## src/rtl/riscv_pkg.sv

```systemverilog
package riscv_pkg;

	typedef logic [31:0] word_t;
	typedef logic [4:0] reg_idx_t;

	// Major opcode, instruction bits 6 to 2
	typedef enum logic [4:0] {
		opc_load = 5'b00000,
		opc_op_imm = 5'b00100,
		opc_auipc = 5'b00101,
		opc_store = 5'b01000,
		opc_op = 5'b01100,
		opc_lui = 5'b01101,
		opc_branch = 5'b11000,
		opc_jalr = 5'b11001,
		opc_jal = 5'b11011
	} opcode_e;

	typedef enum logic [4:0] {
		exe_add, exe_sub, exe_slt, exe_sltu,
		exe_and, exe_or, exe_xor,
		exe_sll, exe_srl, exe_sra,
		exe_lui,
		exe_jump, exe_beq, exe_bne, exe_blt, exe_bltu,
		exe_load, exe_store,
		exe_nop
	} exe_op_e;

	typedef enum logic [2:0] {
		mem_forward, mem_jump, mem_load, mem_store, mem_nop
	} mem_op_e;

	typedef enum logic [1:0] {
		wb_write, wb_jump, wb_nop
	} wb_op_e;

endpackage

```

## src/rtl/decode_stage.sv

```systemverilog
`timescale 1ns/100ps

module decode_stage import riscv_pkg::*; (
	input logic clk,
	input logic reset,
	input logic kill,
	input logic id_valid,
	input word_t id_inst,
	input word_t id_pc,
	input word_t rs1_val,
	input word_t rs2_val,
	output reg_idx_t rs1,
	output reg_idx_t rs2,
	output exe_op_e exe_op,
	output reg_idx_t exe_rd,
	output word_t exe_pc,
	output word_t exe_offset,
	output word_t op_1,
	output word_t op_2,
	output reg_idx_t fwd_rs1,
	output reg_idx_t fwd_rs2
);

	opcode_e opcode;
	logic [2:0] funct3;
	logic [6:0] funct7;
	word_t imm_i, imm_s, imm_b, imm_u, imm_j;
	exe_op_e alu_op, branch_op, op_next;
	reg_idx_t rd_next, fwd_rs1_next, fwd_rs2_next;
	word_t op_1_next, op_2_next, offset_next;
	logic swap;

	assign opcode = opcode_e'(id_inst[6:2]);
	assign funct3 = id_inst[14:12];
	assign funct7 = id_inst[31:25];
	assign rs1 = id_inst[19:15];
	assign rs2 = id_inst[24:20];

	assign imm_i = {{21{id_inst[31]}}, id_inst[30:20]};
	assign imm_s = {{21{id_inst[31]}}, id_inst[30:25], id_inst[11:7]};
	assign imm_b = {{20{id_inst[31]}}, id_inst[7], id_inst[30:25], id_inst[11:8], 1'b0};
	assign imm_u = {id_inst[31:12], 12'b0};
	assign imm_j = {{12{id_inst[31]}}, id_inst[19:12], id_inst[20], id_inst[30:21], 1'b0};

	always_comb begin
		case (funct3)
			3'b000: alu_op = (opcode == opc_op && funct7[5]) ? exe_sub : exe_add;
			3'b001: alu_op = exe_sll;
			3'b010: alu_op = exe_slt;
			3'b011: alu_op = exe_sltu;
			3'b100: alu_op = exe_xor;
			3'b101: alu_op = funct7[5] ? exe_sra : exe_srl;
			3'b110: alu_op = exe_or;
			3'b111: alu_op = exe_and;
		endcase
	end

	// bge and bgeu are blt and bltu with swapped operands
	assign swap = funct3[2] && funct3[0];

	always_comb begin
		case (funct3)
			3'b000: branch_op = exe_beq;
			3'b001: branch_op = exe_bne;
			3'b100, 3'b101: branch_op = exe_blt;
			3'b110, 3'b111: branch_op = exe_bltu;
			default: branch_op = exe_nop;
		endcase
	end

	always_comb begin
		op_next = exe_nop;
		rd_next = id_inst[11:7];
		op_1_next = rs1_val;
		op_2_next = rs2_val;
		offset_next = imm_i;
		fwd_rs1_next = rs1;
		fwd_rs2_next = rs2;
		if (id_inst[1:0] == 2'b11) begin
			case (opcode)
				opc_op_imm: begin
					op_next = alu_op;
					op_2_next = imm_i;
					fwd_rs2_next = '0;
				end
				opc_op: op_next = alu_op;
				opc_lui: begin
					op_next = exe_lui;
					op_1_next = imm_u;
					fwd_rs1_next = '0;
					fwd_rs2_next = '0;
				end
				opc_auipc: begin
					op_next = exe_add;
					op_1_next = id_pc;
					op_2_next = imm_u;
					fwd_rs1_next = '0;
					fwd_rs2_next = '0;
				end
				opc_jal: begin
					op_next = exe_jump;
					op_1_next = id_pc;
					op_2_next = imm_j;
					fwd_rs1_next = '0;
					fwd_rs2_next = '0;
				end
				opc_jalr: begin
					if (funct3 == 3'b000)
						op_next = exe_jump;
					op_2_next = imm_i;
					fwd_rs2_next = '0;
				end
				opc_branch: begin
					op_next = branch_op;
					rd_next = '0;
					offset_next = imm_b;
					if (swap) begin
						op_1_next = rs2_val;
						op_2_next = rs1_val;
						fwd_rs1_next = rs2;
						fwd_rs2_next = rs1;
					end
				end
				// Word access only
				opc_load: begin
					if (funct3 == 3'b010)
						op_next = exe_load;
					fwd_rs2_next = '0;
				end
				opc_store: begin
					if (funct3 == 3'b010)
						op_next = exe_store;
					rd_next = '0;
					offset_next = imm_s;
				end
				default: op_next = exe_nop;
			endcase
		end
	end

	always_ff @(posedge clk) begin
		if (reset || kill || !id_valid)
			exe_op <= exe_nop;
		else
			exe_op <= op_next;
	end

	always_ff @(posedge clk) begin
		exe_rd <= rd_next;
		exe_pc <= id_pc;
		exe_offset <= offset_next;
		op_1 <= op_1_next;
		op_2 <= op_2_next;
		fwd_rs1 <= fwd_rs1_next;
		fwd_rs2 <= fwd_rs2_next;
	end

endmodule

```

## src/rtl/execute_stage.sv

```systemverilog
`timescale 1ns/100ps

module execute_stage import riscv_pkg::*; (
	input logic clk,
	input logic reset,
	input logic kill,
	input exe_op_e exe_op,
	input reg_idx_t exe_rd,
	input word_t exe_pc,
	input word_t exe_offset,
	input word_t op_1,
	input word_t op_2,
	input reg_idx_t fwd_rs1,
	input reg_idx_t fwd_rs2,
	input logic mem_fwd_en,
	input word_t mem_fwd,
	input logic rf_write_en,
	input reg_idx_t wb_rd,
	input word_t wb_data,
	output mem_op_e mem_op,
	output reg_idx_t mem_rd,
	output word_t mem_target,
	output word_t mem_res,
	output word_t mem_link
);

	word_t op_a, op_b, alu_res, addr;
	logic [4:0] shamt;
	logic cond;

	// Youngest producer wins and x0 never forwards
	function automatic word_t forward(reg_idx_t idx, word_t value);
		if (idx != '0 && mem_fwd_en && mem_rd == idx)
			return mem_fwd;
		if (idx != '0 && rf_write_en && wb_rd == idx)
			return wb_data;
		return value;
	endfunction

	always_comb begin
		op_a = forward(fwd_rs1, op_1);
		op_b = forward(fwd_rs2, op_2);
	end

	assign shamt = op_b[4:0];
	assign addr = op_a + exe_offset;

	always_comb begin
		case (exe_op)
			exe_sub: alu_res = op_a - op_b;
			exe_slt: alu_res = {31'b0, $signed(op_a) < $signed(op_b)};
			exe_sltu: alu_res = {31'b0, op_a < op_b};
			exe_and: alu_res = op_a & op_b;
			exe_or: alu_res = op_a | op_b;
			exe_xor: alu_res = op_a ^ op_b;
			exe_sll: alu_res = op_a << shamt;
			exe_srl: alu_res = op_a >> shamt;
			exe_sra: alu_res = $signed(op_a) >>> shamt;
			exe_lui: alu_res = op_a;
			default: alu_res = op_a + op_b;
		endcase
	end

	always_comb begin
		case (exe_op)
			exe_beq: cond = (op_a == op_b);
			exe_bne: cond = (op_a != op_b);
			exe_blt: cond = $signed(op_a) < $signed(op_b);
			exe_bltu: cond = op_a < op_b;
			default: cond = 1'b0;
		endcase
	end

	always_ff @(posedge clk) begin
		if (reset || kill) begin
			mem_op <= mem_nop;
		end else begin
			case (exe_op)
				exe_jump: mem_op <= mem_jump;
				exe_beq, exe_bne, exe_blt, exe_bltu: mem_op <= cond ? mem_jump : mem_nop;
				exe_load: mem_op <= mem_load;
				exe_store: mem_op <= mem_store;
				exe_nop: mem_op <= mem_nop;
				default: mem_op <= mem_forward;
			endcase
		end
	end

	always_ff @(posedge clk) begin
		mem_rd <= exe_rd;
		mem_link <= exe_pc + 32'd4;
		mem_res <= (exe_op == exe_store) ? op_b : alu_res;
		case (exe_op)
			exe_jump: mem_target <= {alu_res[31:1], 1'b0};
			exe_beq, exe_bne, exe_blt, exe_bltu: mem_target <= exe_pc + exe_offset;
			default: mem_target <= addr;
		endcase
	end

endmodule

```

## src/rtl/fetch_stage.sv

```systemverilog
`timescale 1ns/100ps

module fetch_stage import riscv_pkg::*; #(
	parameter word_t reset_pc = 32'h0
) (
	input logic clk,
	input logic reset,
	input logic kill,
	input word_t redirect_pc,
	input word_t rom_data,
	output word_t rom_addr,
	output logic id_valid,
	output word_t id_inst,
	output word_t id_pc
);

	word_t pc;

	assign rom_addr = pc;

	always_ff @(posedge clk) begin
		if (reset) begin
			pc <= reset_pc;
			id_valid <= 1'b0;
		end else if (kill) begin
			pc <= redirect_pc;
			id_valid <= 1'b0;
		end else begin
			pc <= pc + 32'd4;
			id_valid <= 1'b1;
		end
	end

	always_ff @(posedge clk) begin
		id_inst <= rom_data;
		id_pc <= pc;
	end

endmodule

```

## src/rtl/memory_stage.sv

```systemverilog
`timescale 1ns/100ps

module memory_stage import riscv_pkg::*; (
	input logic clk,
	input logic reset,
	input logic kill,
	input mem_op_e mem_op,
	input reg_idx_t mem_rd,
	input word_t mem_target,
	input word_t mem_res,
	input word_t mem_link,
	input word_t ram_rdata,
	output word_t ram_addr,
	output word_t ram_wdata,
	output logic ram_write_en,
	output logic mem_fwd_en,
	output word_t mem_fwd,
	output wb_op_e wb_op,
	output reg_idx_t wb_rd,
	output word_t wb_res,
	output word_t wb_link
);

	assign ram_addr = mem_target;
	assign ram_wdata = mem_res;
	// Store in the shadow of a taken jump must not land
	assign ram_write_en = (mem_op == mem_store) && !kill;

	// RAM reads in the same cycle, so a load forwards like an ALU result
	assign mem_fwd_en = (mem_op == mem_forward || mem_op == mem_load);
	assign mem_fwd = (mem_op == mem_load) ? ram_rdata : mem_res;

	always_ff @(posedge clk) begin
		if (reset || kill) begin
			wb_op <= wb_nop;
		end else begin
			case (mem_op)
				mem_forward, mem_load: wb_op <= wb_write;
				mem_jump: wb_op <= wb_jump;
				default: wb_op <= wb_nop;
			endcase
		end
	end

	always_ff @(posedge clk) begin
		wb_rd <= mem_rd;
		wb_res <= (mem_op == mem_jump) ? mem_target : mem_fwd;
		wb_link <= mem_link;
	end

	assert property (@(posedge clk) disable iff (reset)
		mem_op == mem_store |-> mem_target[1:0] == 2'b00);

endmodule

```

## src/rtl/pipeline_control.sv

```systemverilog
`timescale 1ns/100ps

module pipeline_control import riscv_pkg::*; #(
	parameter word_t reset_pc = 32'h0
) (
	input logic clk,
	input logic reset,
	input wb_op_e wb_op,
	input reg_idx_t wb_rd,
	input word_t wb_res,
	input word_t wb_link,
	output logic rf_write_en,
	output logic kill,
	output word_t redirect_pc,
	output logic retire_en,
	output reg_idx_t retire_rd,
	output word_t retire_data
);

	// x0 is never written, so it never retires either
	assign rf_write_en = (wb_op == wb_write || wb_op == wb_jump) && wb_rd != '0;

	// Taken control transfer flushes the three younger slots
	assign kill = (wb_op == wb_jump);

	// Idle value is the reset vector
	assign redirect_pc = kill ? wb_res : reset_pc;

	assign retire_en = rf_write_en;
	assign retire_rd = wb_rd;
	// Jumps write the link, the target goes to fetch
	assign retire_data = (wb_op == wb_jump) ? wb_link : wb_res;

	// Reset empties every stage, so nothing can redirect right after it
	assert property (@(posedge clk) reset |=> !kill);

endmodule

```

## src/rtl/register_file.sv

```systemverilog
`timescale 1ns/100ps

module register_file import riscv_pkg::*; (
	input logic clk,
	input logic reset,
	input reg_idx_t rs1,
	input reg_idx_t rs2,
	input reg_idx_t rd,
	input word_t wdata,
	input logic write_en,
	output word_t rs1_val,
	output word_t rs2_val
);

	word_t regs [32];

	// Write-through so decode sees the value retiring this cycle
	function automatic word_t read_port(reg_idx_t idx);
		if (idx == '0)
			return '0;
		if (write_en && rd == idx)
			return wdata;
		return regs[idx];
	endfunction

	always_comb begin
		rs1_val = read_port(rs1);
		rs2_val = read_port(rs2);
	end

	always_ff @(posedge clk) begin
		if (reset) begin
			for (int i = 0; i < 32; i++)
				regs[i] <= '0;
		end else if (write_en && rd != '0) begin
			regs[rd] <= wdata;
		end
	end

endmodule

```

## src/rtl/riscv_core.sv

```systemverilog
`timescale 1ns/100ps

module riscv_core import riscv_pkg::*; #(
	parameter word_t reset_pc = 32'h0
) (
	input logic clk,
	input logic reset,
	output word_t rom_addr,
	input word_t rom_data,
	output word_t ram_addr,
	output word_t ram_wdata,
	output logic ram_write_en,
	input word_t ram_rdata,
	output logic retire_en,
	output reg_idx_t retire_rd,
	output word_t retire_data
);

	logic kill;
	word_t redirect_pc;
	logic rf_write_en;

	// Fetch to decode
	logic id_valid;
	word_t id_inst;
	word_t id_pc;

	// Register file read ports
	reg_idx_t rs1;
	reg_idx_t rs2;
	word_t rs1_val;
	word_t rs2_val;

	// Decode to execute
	exe_op_e exe_op;
	reg_idx_t exe_rd;
	word_t exe_pc;
	word_t exe_offset;
	word_t op_1;
	word_t op_2;
	reg_idx_t fwd_rs1;
	reg_idx_t fwd_rs2;

	// Execute to memory
	mem_op_e mem_op;
	reg_idx_t mem_rd;
	word_t mem_target;
	word_t mem_res;
	word_t mem_link;
	logic mem_fwd_en;
	word_t mem_fwd;

	// Memory to writeback
	wb_op_e wb_op;
	reg_idx_t wb_rd;
	word_t wb_res;
	word_t wb_link;

	fetch_stage #(.reset_pc(reset_pc)) fetch_stage_inst (
		.clk(clk), .reset(reset), .kill(kill), .redirect_pc(redirect_pc),
		.rom_data(rom_data), .rom_addr(rom_addr),
		.id_valid(id_valid), .id_inst(id_inst), .id_pc(id_pc)
	);

	decode_stage decode_stage_inst (
		.clk(clk), .reset(reset), .kill(kill),
		.id_valid(id_valid), .id_inst(id_inst), .id_pc(id_pc),
		.rs1_val(rs1_val), .rs2_val(rs2_val), .rs1(rs1), .rs2(rs2),
		.exe_op(exe_op), .exe_rd(exe_rd), .exe_pc(exe_pc), .exe_offset(exe_offset),
		.op_1(op_1), .op_2(op_2), .fwd_rs1(fwd_rs1), .fwd_rs2(fwd_rs2)
	);

	register_file register_file_inst (
		.clk(clk), .reset(reset), .rs1(rs1), .rs2(rs2),
		.rd(retire_rd), .wdata(retire_data), .write_en(rf_write_en),
		.rs1_val(rs1_val), .rs2_val(rs2_val)
	);

	execute_stage execute_stage_inst (
		.clk(clk), .reset(reset), .kill(kill),
		.exe_op(exe_op), .exe_rd(exe_rd), .exe_pc(exe_pc), .exe_offset(exe_offset),
		.op_1(op_1), .op_2(op_2), .fwd_rs1(fwd_rs1), .fwd_rs2(fwd_rs2),
		.mem_fwd_en(mem_fwd_en), .mem_fwd(mem_fwd),
		.rf_write_en(rf_write_en), .wb_rd(wb_rd), .wb_data(retire_data),
		.mem_op(mem_op), .mem_rd(mem_rd), .mem_target(mem_target),
		.mem_res(mem_res), .mem_link(mem_link)
	);

	memory_stage memory_stage_inst (
		.clk(clk), .reset(reset), .kill(kill),
		.mem_op(mem_op), .mem_rd(mem_rd), .mem_target(mem_target),
		.mem_res(mem_res), .mem_link(mem_link), .ram_rdata(ram_rdata),
		.ram_addr(ram_addr), .ram_wdata(ram_wdata), .ram_write_en(ram_write_en),
		.mem_fwd_en(mem_fwd_en), .mem_fwd(mem_fwd),
		.wb_op(wb_op), .wb_rd(wb_rd), .wb_res(wb_res), .wb_link(wb_link)
	);

	pipeline_control #(.reset_pc(reset_pc)) pipeline_control_inst (
		.clk(clk), .reset(reset),
		.wb_op(wb_op), .wb_rd(wb_rd), .wb_res(wb_res), .wb_link(wb_link),
		.rf_write_en(rf_write_en), .kill(kill), .redirect_pc(redirect_pc),
		.retire_en(retire_en), .retire_rd(retire_rd), .retire_data(retire_data)
	);

endmodule

```

## config.mk

```make
export PLATFORM = sky130hd
export DESIGN_NAME = riscv_core
export DESIGN_NICKNAME = d
export VERILOG_FILES = /design/src/rtl/riscv_pkg.sv /design/src/rtl/decode_stage.sv /design/src/rtl/execute_stage.sv /design/src/rtl/fetch_stage.sv /design/src/rtl/memory_stage.sv /design/src/rtl/pipeline_control.sv /design/src/rtl/register_file.sv /design/src/rtl/riscv_core.sv
export SDC_FILE = /design/constraint.sdc
export NUM_CORES = 2
export LEC_CHECK = 0
export BUFFER_PORTS_ARGS = -buffer_cell sky130_fd_sc_hd__buf_4
export CORE_ASPECT_RATIO = 1.4
export CORE_MARGIN = 10
export CORE_UTILIZATION = 64
export DETAILED_ROUTE_END_ITERATION = 10
export GPL_TIMING_DRIVEN = 0
export PLACE_DENSITY = 0.81
export SETUP_SLACK_MARGIN = 0.5
export SKIP_LAST_GASP = 1
export SYNTH_ARGS = -nofsm -noshare
export SYNTH_HDL_FRONTEND = slang
export SYNTH_SLANG_ARGS = --single-unit
```

## constraint.sdc

```tcl
create_clock -name clk -period 7.4 [get_ports clk]
set_clock_uncertainty 0.15 [all_clocks]
set_input_delay 1.48 -clock clk [delete_from_list [all_inputs] [get_ports clk]]
set_output_delay 1.48 -clock clk [all_outputs]
set_load 0.05 [all_outputs]
```

==> metrics.md, run 1 <==
| Metric | Value |
|---|---|
| Row cnt | 152 |
| CTS Hold Bufs | 0 |
| Post-Synthesis Cells | 6541 |
| Post-Syn Area per Cell | 12.0 sq um |
| Synth area leaders | edfxtp_1 (39%), mux4_2 (19%), dfxtp_1 (10%) |
| Count of input and output buffers | 199 |
| First error in the log | [ERROR GRT-0116] Global routing finished with congestion. Check the congestion regions in the DRC Viewer. |
| Mapped cell area | around 79000 sq um |
| Vias in the first global route | 94.4k |
| Pin count of the biggest net entering global routing | 33 |
| Exit stage | global routing |
| First-pass GRT wire length | around 860000 um |
| Initial Util | between 60% and 70% |
| Post-synth EDFFs | 1024 |
| H-tree depth | 4 |
| Ys async rst share | 0% |
| Num CTS Buffers | 132 |
| Root Driver | clkbuf_16 |
| Total gr overflow | between 2k and 3k |
| Area share of the largest cell type after synthesis | 39.0% |
| Post-synth top flop | edfxtp_1 |
| Max clock buf depth | 3 |
| HPWL Detailed | 314000 um |
| # clock sinks | 1425 |
| YS warnings | 0 |
| GR Util All Layers | between 80 and 90% |
| GPL Wtd Cong | 1.20 |
| Synthesized flop and latch total | around 1.4k |
| Status | did not finish |
| Ports | 201 |
| Sequential share of the synthesized area | 49.2% |
| Die X-Extent | 317 um |
| Count of cell types in the netlist | between 100 and 150 |
| Area leader, netlist | edfxtp_1 |
| Die height | about 440 um |
## cell usage after synthesis (all sizes together), types with 24 or more instances
library cell	n
mux2	50
and3	27
ha	130
a311oi	24
clkbuf	474
dfxtp	401
xnor2	84
o21ai	175
nand2b	59
buf	131
a21oi	306
inv	136
nand2	253
a22oi	56
xor2	39
nor2b	49
a221oi	53
a31oi	32
a211oi	188
nand3	62
nand4	24
mux4	649
nor2	1399
o22ai	64
a21o	38
mux2i	239
nor3	68
edfxtp	1024
o21bai	24
## cell families after synthesis
kind of cell	count (synthesis)	synth area share, %
simple gates	2030	10.8
flops	1425	49.2
compound gates	1146	10.1
mux	938	22.5
buf+inv	745	3.86
fa+ha+maj	133	2.14
xor+xnor	123	1.37
other cells	1	0.00476
## per-stage QoR
stage | std cells | hold slack (ns) | setup WS, ns | TNS [ns] | cell area, sq um
2_1_floorplan | 6572 | 0.160 | 1.54 | 0 | 78900
3_3_place_gp | 8388 | 0.160 | -3.63 | -118.73 | 82400
3_5_place_dp | 8414 | 0.162 | -2.46 | -95.64 | 83100
4_1_cts | 8669 | 0.174 | 0.474 | 0 | 88300
## metal layers
metal | GRT usage (%) | GRT overflow
met1 | 83.5 | 148
met3 | 78.8 | 168
met4 | 87.6 | 876
met5 | 58.1 | 25
met2 | 97.6 | 1722
## timing repair
item | CTS
pin swaps | 9
setup buffers | 15
gates resized for setup | 163
setup endpoints to repair | 61
==> run 2, diff against run 1 <==
- CORE_ASPECT_RATIO: 1.4 -> unset
- CORE_UTILIZATION: 64 -> 40
- PLACE_DENSITY: 0.81 -> unset
- PLACE_DENSITY_LB_ADDON: unset -> 0.15
- SETUP_SLACK_MARGIN: 0.5 -> unset
==> metrics.md, run 2 <==
| Metric | Value |
|---|---|
| Sequential share of the synthesized area | around half |
| Final Hold Viols | 0 |
| Area grow syn2layout | 15.3% |
| Hold Crit Depth | 0 |
| R2r setup slk | -0.1 ns |
| CTS tree | done |
| Vias | 62.0k |
| YS warnings | 0 |
| Pre-CTS setup slack | -2.96 ns |
| Multi-input logic area | 37700 sq um |
| Pin count of the biggest net entering global routing | 32 |
| Period minus WS final | 7.50 ns |
| Non-filler cells in the finished layout | 9750 |
| PD cells | ~290 nW/um^2 |
| F_max | 133 MHz |
| Max-slew violations | 43 |
| HPWL Detailed | 297000 um |
| Slew HR | -7.82% |
| Max clock buf depth | 3 |
| Worst Hold End | execute_stage_inst.mem_rd[0] |
| Drt pass-1 iters | 6 |
| Fillers | 18.0k |
| TNS Setup | -0.279 ns |
| H-tree depth | 4 |
| Count of cell types in the netlist | 109 |
| Grt met2 use | 54.2% |
| Synth cell count leaders | nor2_1 (1395), edfxtp_1 (1024), mux4_2 (649) |
| VDD IR max | 0.213 mV |
| Die X-Extent | 464 um |
| # clock sinks | 1425 |
| Vias/cell | roughly 6.4 |
| Most frequent cells in the layout | nor2_1 (1390), edfxtp_1 (1024), mux4_2 (649), clkbuf_1 (479), dfxtp_1 (401) |
| Sequential Area | just under 40000 sq um |
| Layout cells sized above 1 | 21.0% |
| Core area | 195000 sq um |
| Worst EP arrival | 8.04 ns |
| DRC | 0 |
| Total gr overflow | 0 |
| # setup viols final | 6 |
| Row cnt | 162 |
| Design Power | between 20 and 30 mW |
| Mapped cell area | 78800 sq um |
| Nets | 7191 |
| Clock Pin Slew Worst Setup and Hold Paths | 0.06 ns |
| Startpoint types | flip-flop |
| Clock latency on the worst-skew pair | 0.85 ns |
| Synthesized flop and latch total | 1425 |
| Post-synth EDFFs | around 1k |
| Ys async rst share | 0% |
| Failing checks | capacitance limit, slew limit, setup timing |
| Hold_ws | 0.154 ns |
| Post-Syn Area per Cell | 12.0 sq um |
| CP max FO | 10 |
| First-pass GRT wire length | 505000 um |
| Count of input and output buffers | 199 |
| Die height | 464 um |
| CP Launch Point | memory_stage_inst.wb_op[1] |
| Vias in the first global route | a little over 60k |
| Hold path startpoint | decode_stage_inst.exe_rd[0] |
| Post-synth top flop | edfxtp_1 |
| Grt met3 use | 8.69% |
| Antenna violations before repair | 11 |
| Grt peak-use layer | met2 |
| Area leader, netlist | edfxtp_1 |
| Die area | roughly 220000 sq um |
| Root Driver | clkbuf_16 |
| Ports | around 200 |
| Reg2reg start | memory_stage_inst.wb_op[1] |
| Nature of the critical path endpoint | flip-flop |
| Area share of the largest cell type after synthesis | between 30% and 40% |
| Synth area leaders | edfxtp_1 (39%), mux4_2 (19%), dfxtp_1 (10%) |
| Measured slew at the worst slew-check pin | roughly 1.6 ns |
| Post-Synthesis Cells | 6541 |
| Critical path type | reg -> reg |
| GR Util All Layers | 33.7% |
| Initial Util | 40.3% |
| Most common cell in the netlist | nor2_1 |
| GPL Wtd Cong | ~1.1 |
| Setup ws final | -0.0971 ns |
| Post-Place Cells | ~9.4k |
| Num CTS Buffers | 163 |
| Drt total wl | 375000 um |
| Top reg by flops | register_file_inst.regs |
| Critical path required time | 7.94 ns |
| Reg-to-reg endpoint | execute_stage_inst.mem_res[29] |
| Number of routed nets with antenna violations | 0 |
| Met1 usage | 39.4% |
| Fin util | 46.5% |
| Final Cycle Share | 101% |
| Worst hold-check path type | reg -> reg |
| Initial DRC Count | 8778 |
| Post-route cell area | 90800 sq um |
| Max-Cap Viols | 6 |
| Max reg flops | 1024 |
| CTS Hold Bufs | 0 |
| Commonest non-fill, non-tap cell in the layout | nor2_1 |
| P_leak | 33.3 nW |
| Status | finished, violations left |
| Placed cell area | 84600 sq um |
| WL per Instance | 38.5 um |
| Worst Reg2Reg Path Length in Cells | 20 |
## run 2: cell counts after synthesis
No cell type changed its count.
## run 2: timing repair
action / 4_1_cts / 5_1_grt
setup endpoints to repair: 59 / 23
setup buffers: 9 / 11
pin swaps: 3 / 6
resized for setup: 79 / 34
hold endpoints to repair: 0 / 0
## run 2: kinds of logic after synthesis
kind of cell | count (synthesis) | synth area share [%]
simple gates | 2030 | 10.8
buf+inv | 745 | 3.86
fa+ha+maj | 133 | 2.14
xor+xnor | 123 | 1.37
flops | 1425 | 49.2
mux | 938 | 22.5
compound gates | 1146 | 10.1
other cells | 1 | 0.00476
## run 2: worst max-delay path by stage
stage	depth (start not counted)	to
3_5_place_dp	23	execute_stage_inst.mem_res[31]
5_1_grt	21	execute_stage_inst.mem_res[31]
3_3_place_gp	22	execute_stage_inst.mem_res[30]
6_report	20	execute_stage_inst.mem_res[29]
2_1_floorplan	23	execute_stage_inst.mem_res[30]
4_1_cts	18	execute_stage_inst.mem_target[31]
## run 2: critical path, cell delays in order (launching register included)
cell      delay [ns]
dfxtp_1         0.53
nor2b_1         0.19
buf_2           0.29
buf_6           0.26
mux2i_1         1.17
a211oi_2        0.28
nor2_1          0.61
inv_1           0.15
ha_1            0.48
nand4_1         0.18
nor2_1          0.20
a21boi_0        0.34
o21bai_2        0.33
and3_1          0.33
o31ai_2         0.35
a21oi_1         0.12
a311oi_1        0.40
nand3_1         0.15
a21oi_1         0.31
nor4b_2         0.10
mux2i_1         0.40
## run 2: cell type report
| class | count | area share [%] |
|---|---|---|
| Sequential cell | 1425 | 42.7 |
| Multi-Input combinational cell | 4402 | 41.5 |
| Clock buffer | 219 | 5.05 |
| Tap cell | 2624 | 3.62 |
| Buffer | 595 | 2.79 |
| Timing Repair Buffer | 265 | 2.76 |
| Clock inverter | 77 | 0.963 |
| Inverter | 140 | 0.588 |
| Antenna cell | 3 | 0.00827 |
## run 2: per-layer routing
layer / wire (um) / share of wire, %
met1: 133000 / 35
met3: 36600 / 9.8
met5: 32 / 0.0085
met4: 32400 / 8.6
met2: 173000 / 46
## run 2: power by group
part	total (mW)	switching [mW]	internal [mW]	leakage, nW
Combinational	8.24	5.98	2.26	16.8
Clock	8.34	3.68	4.66	2.66
Sequential	9.56	0.502	9.06	13.9
Total	26.2	10.2	16.0	33.3
No activity file was read; power rests on OpenSTA's default activity.
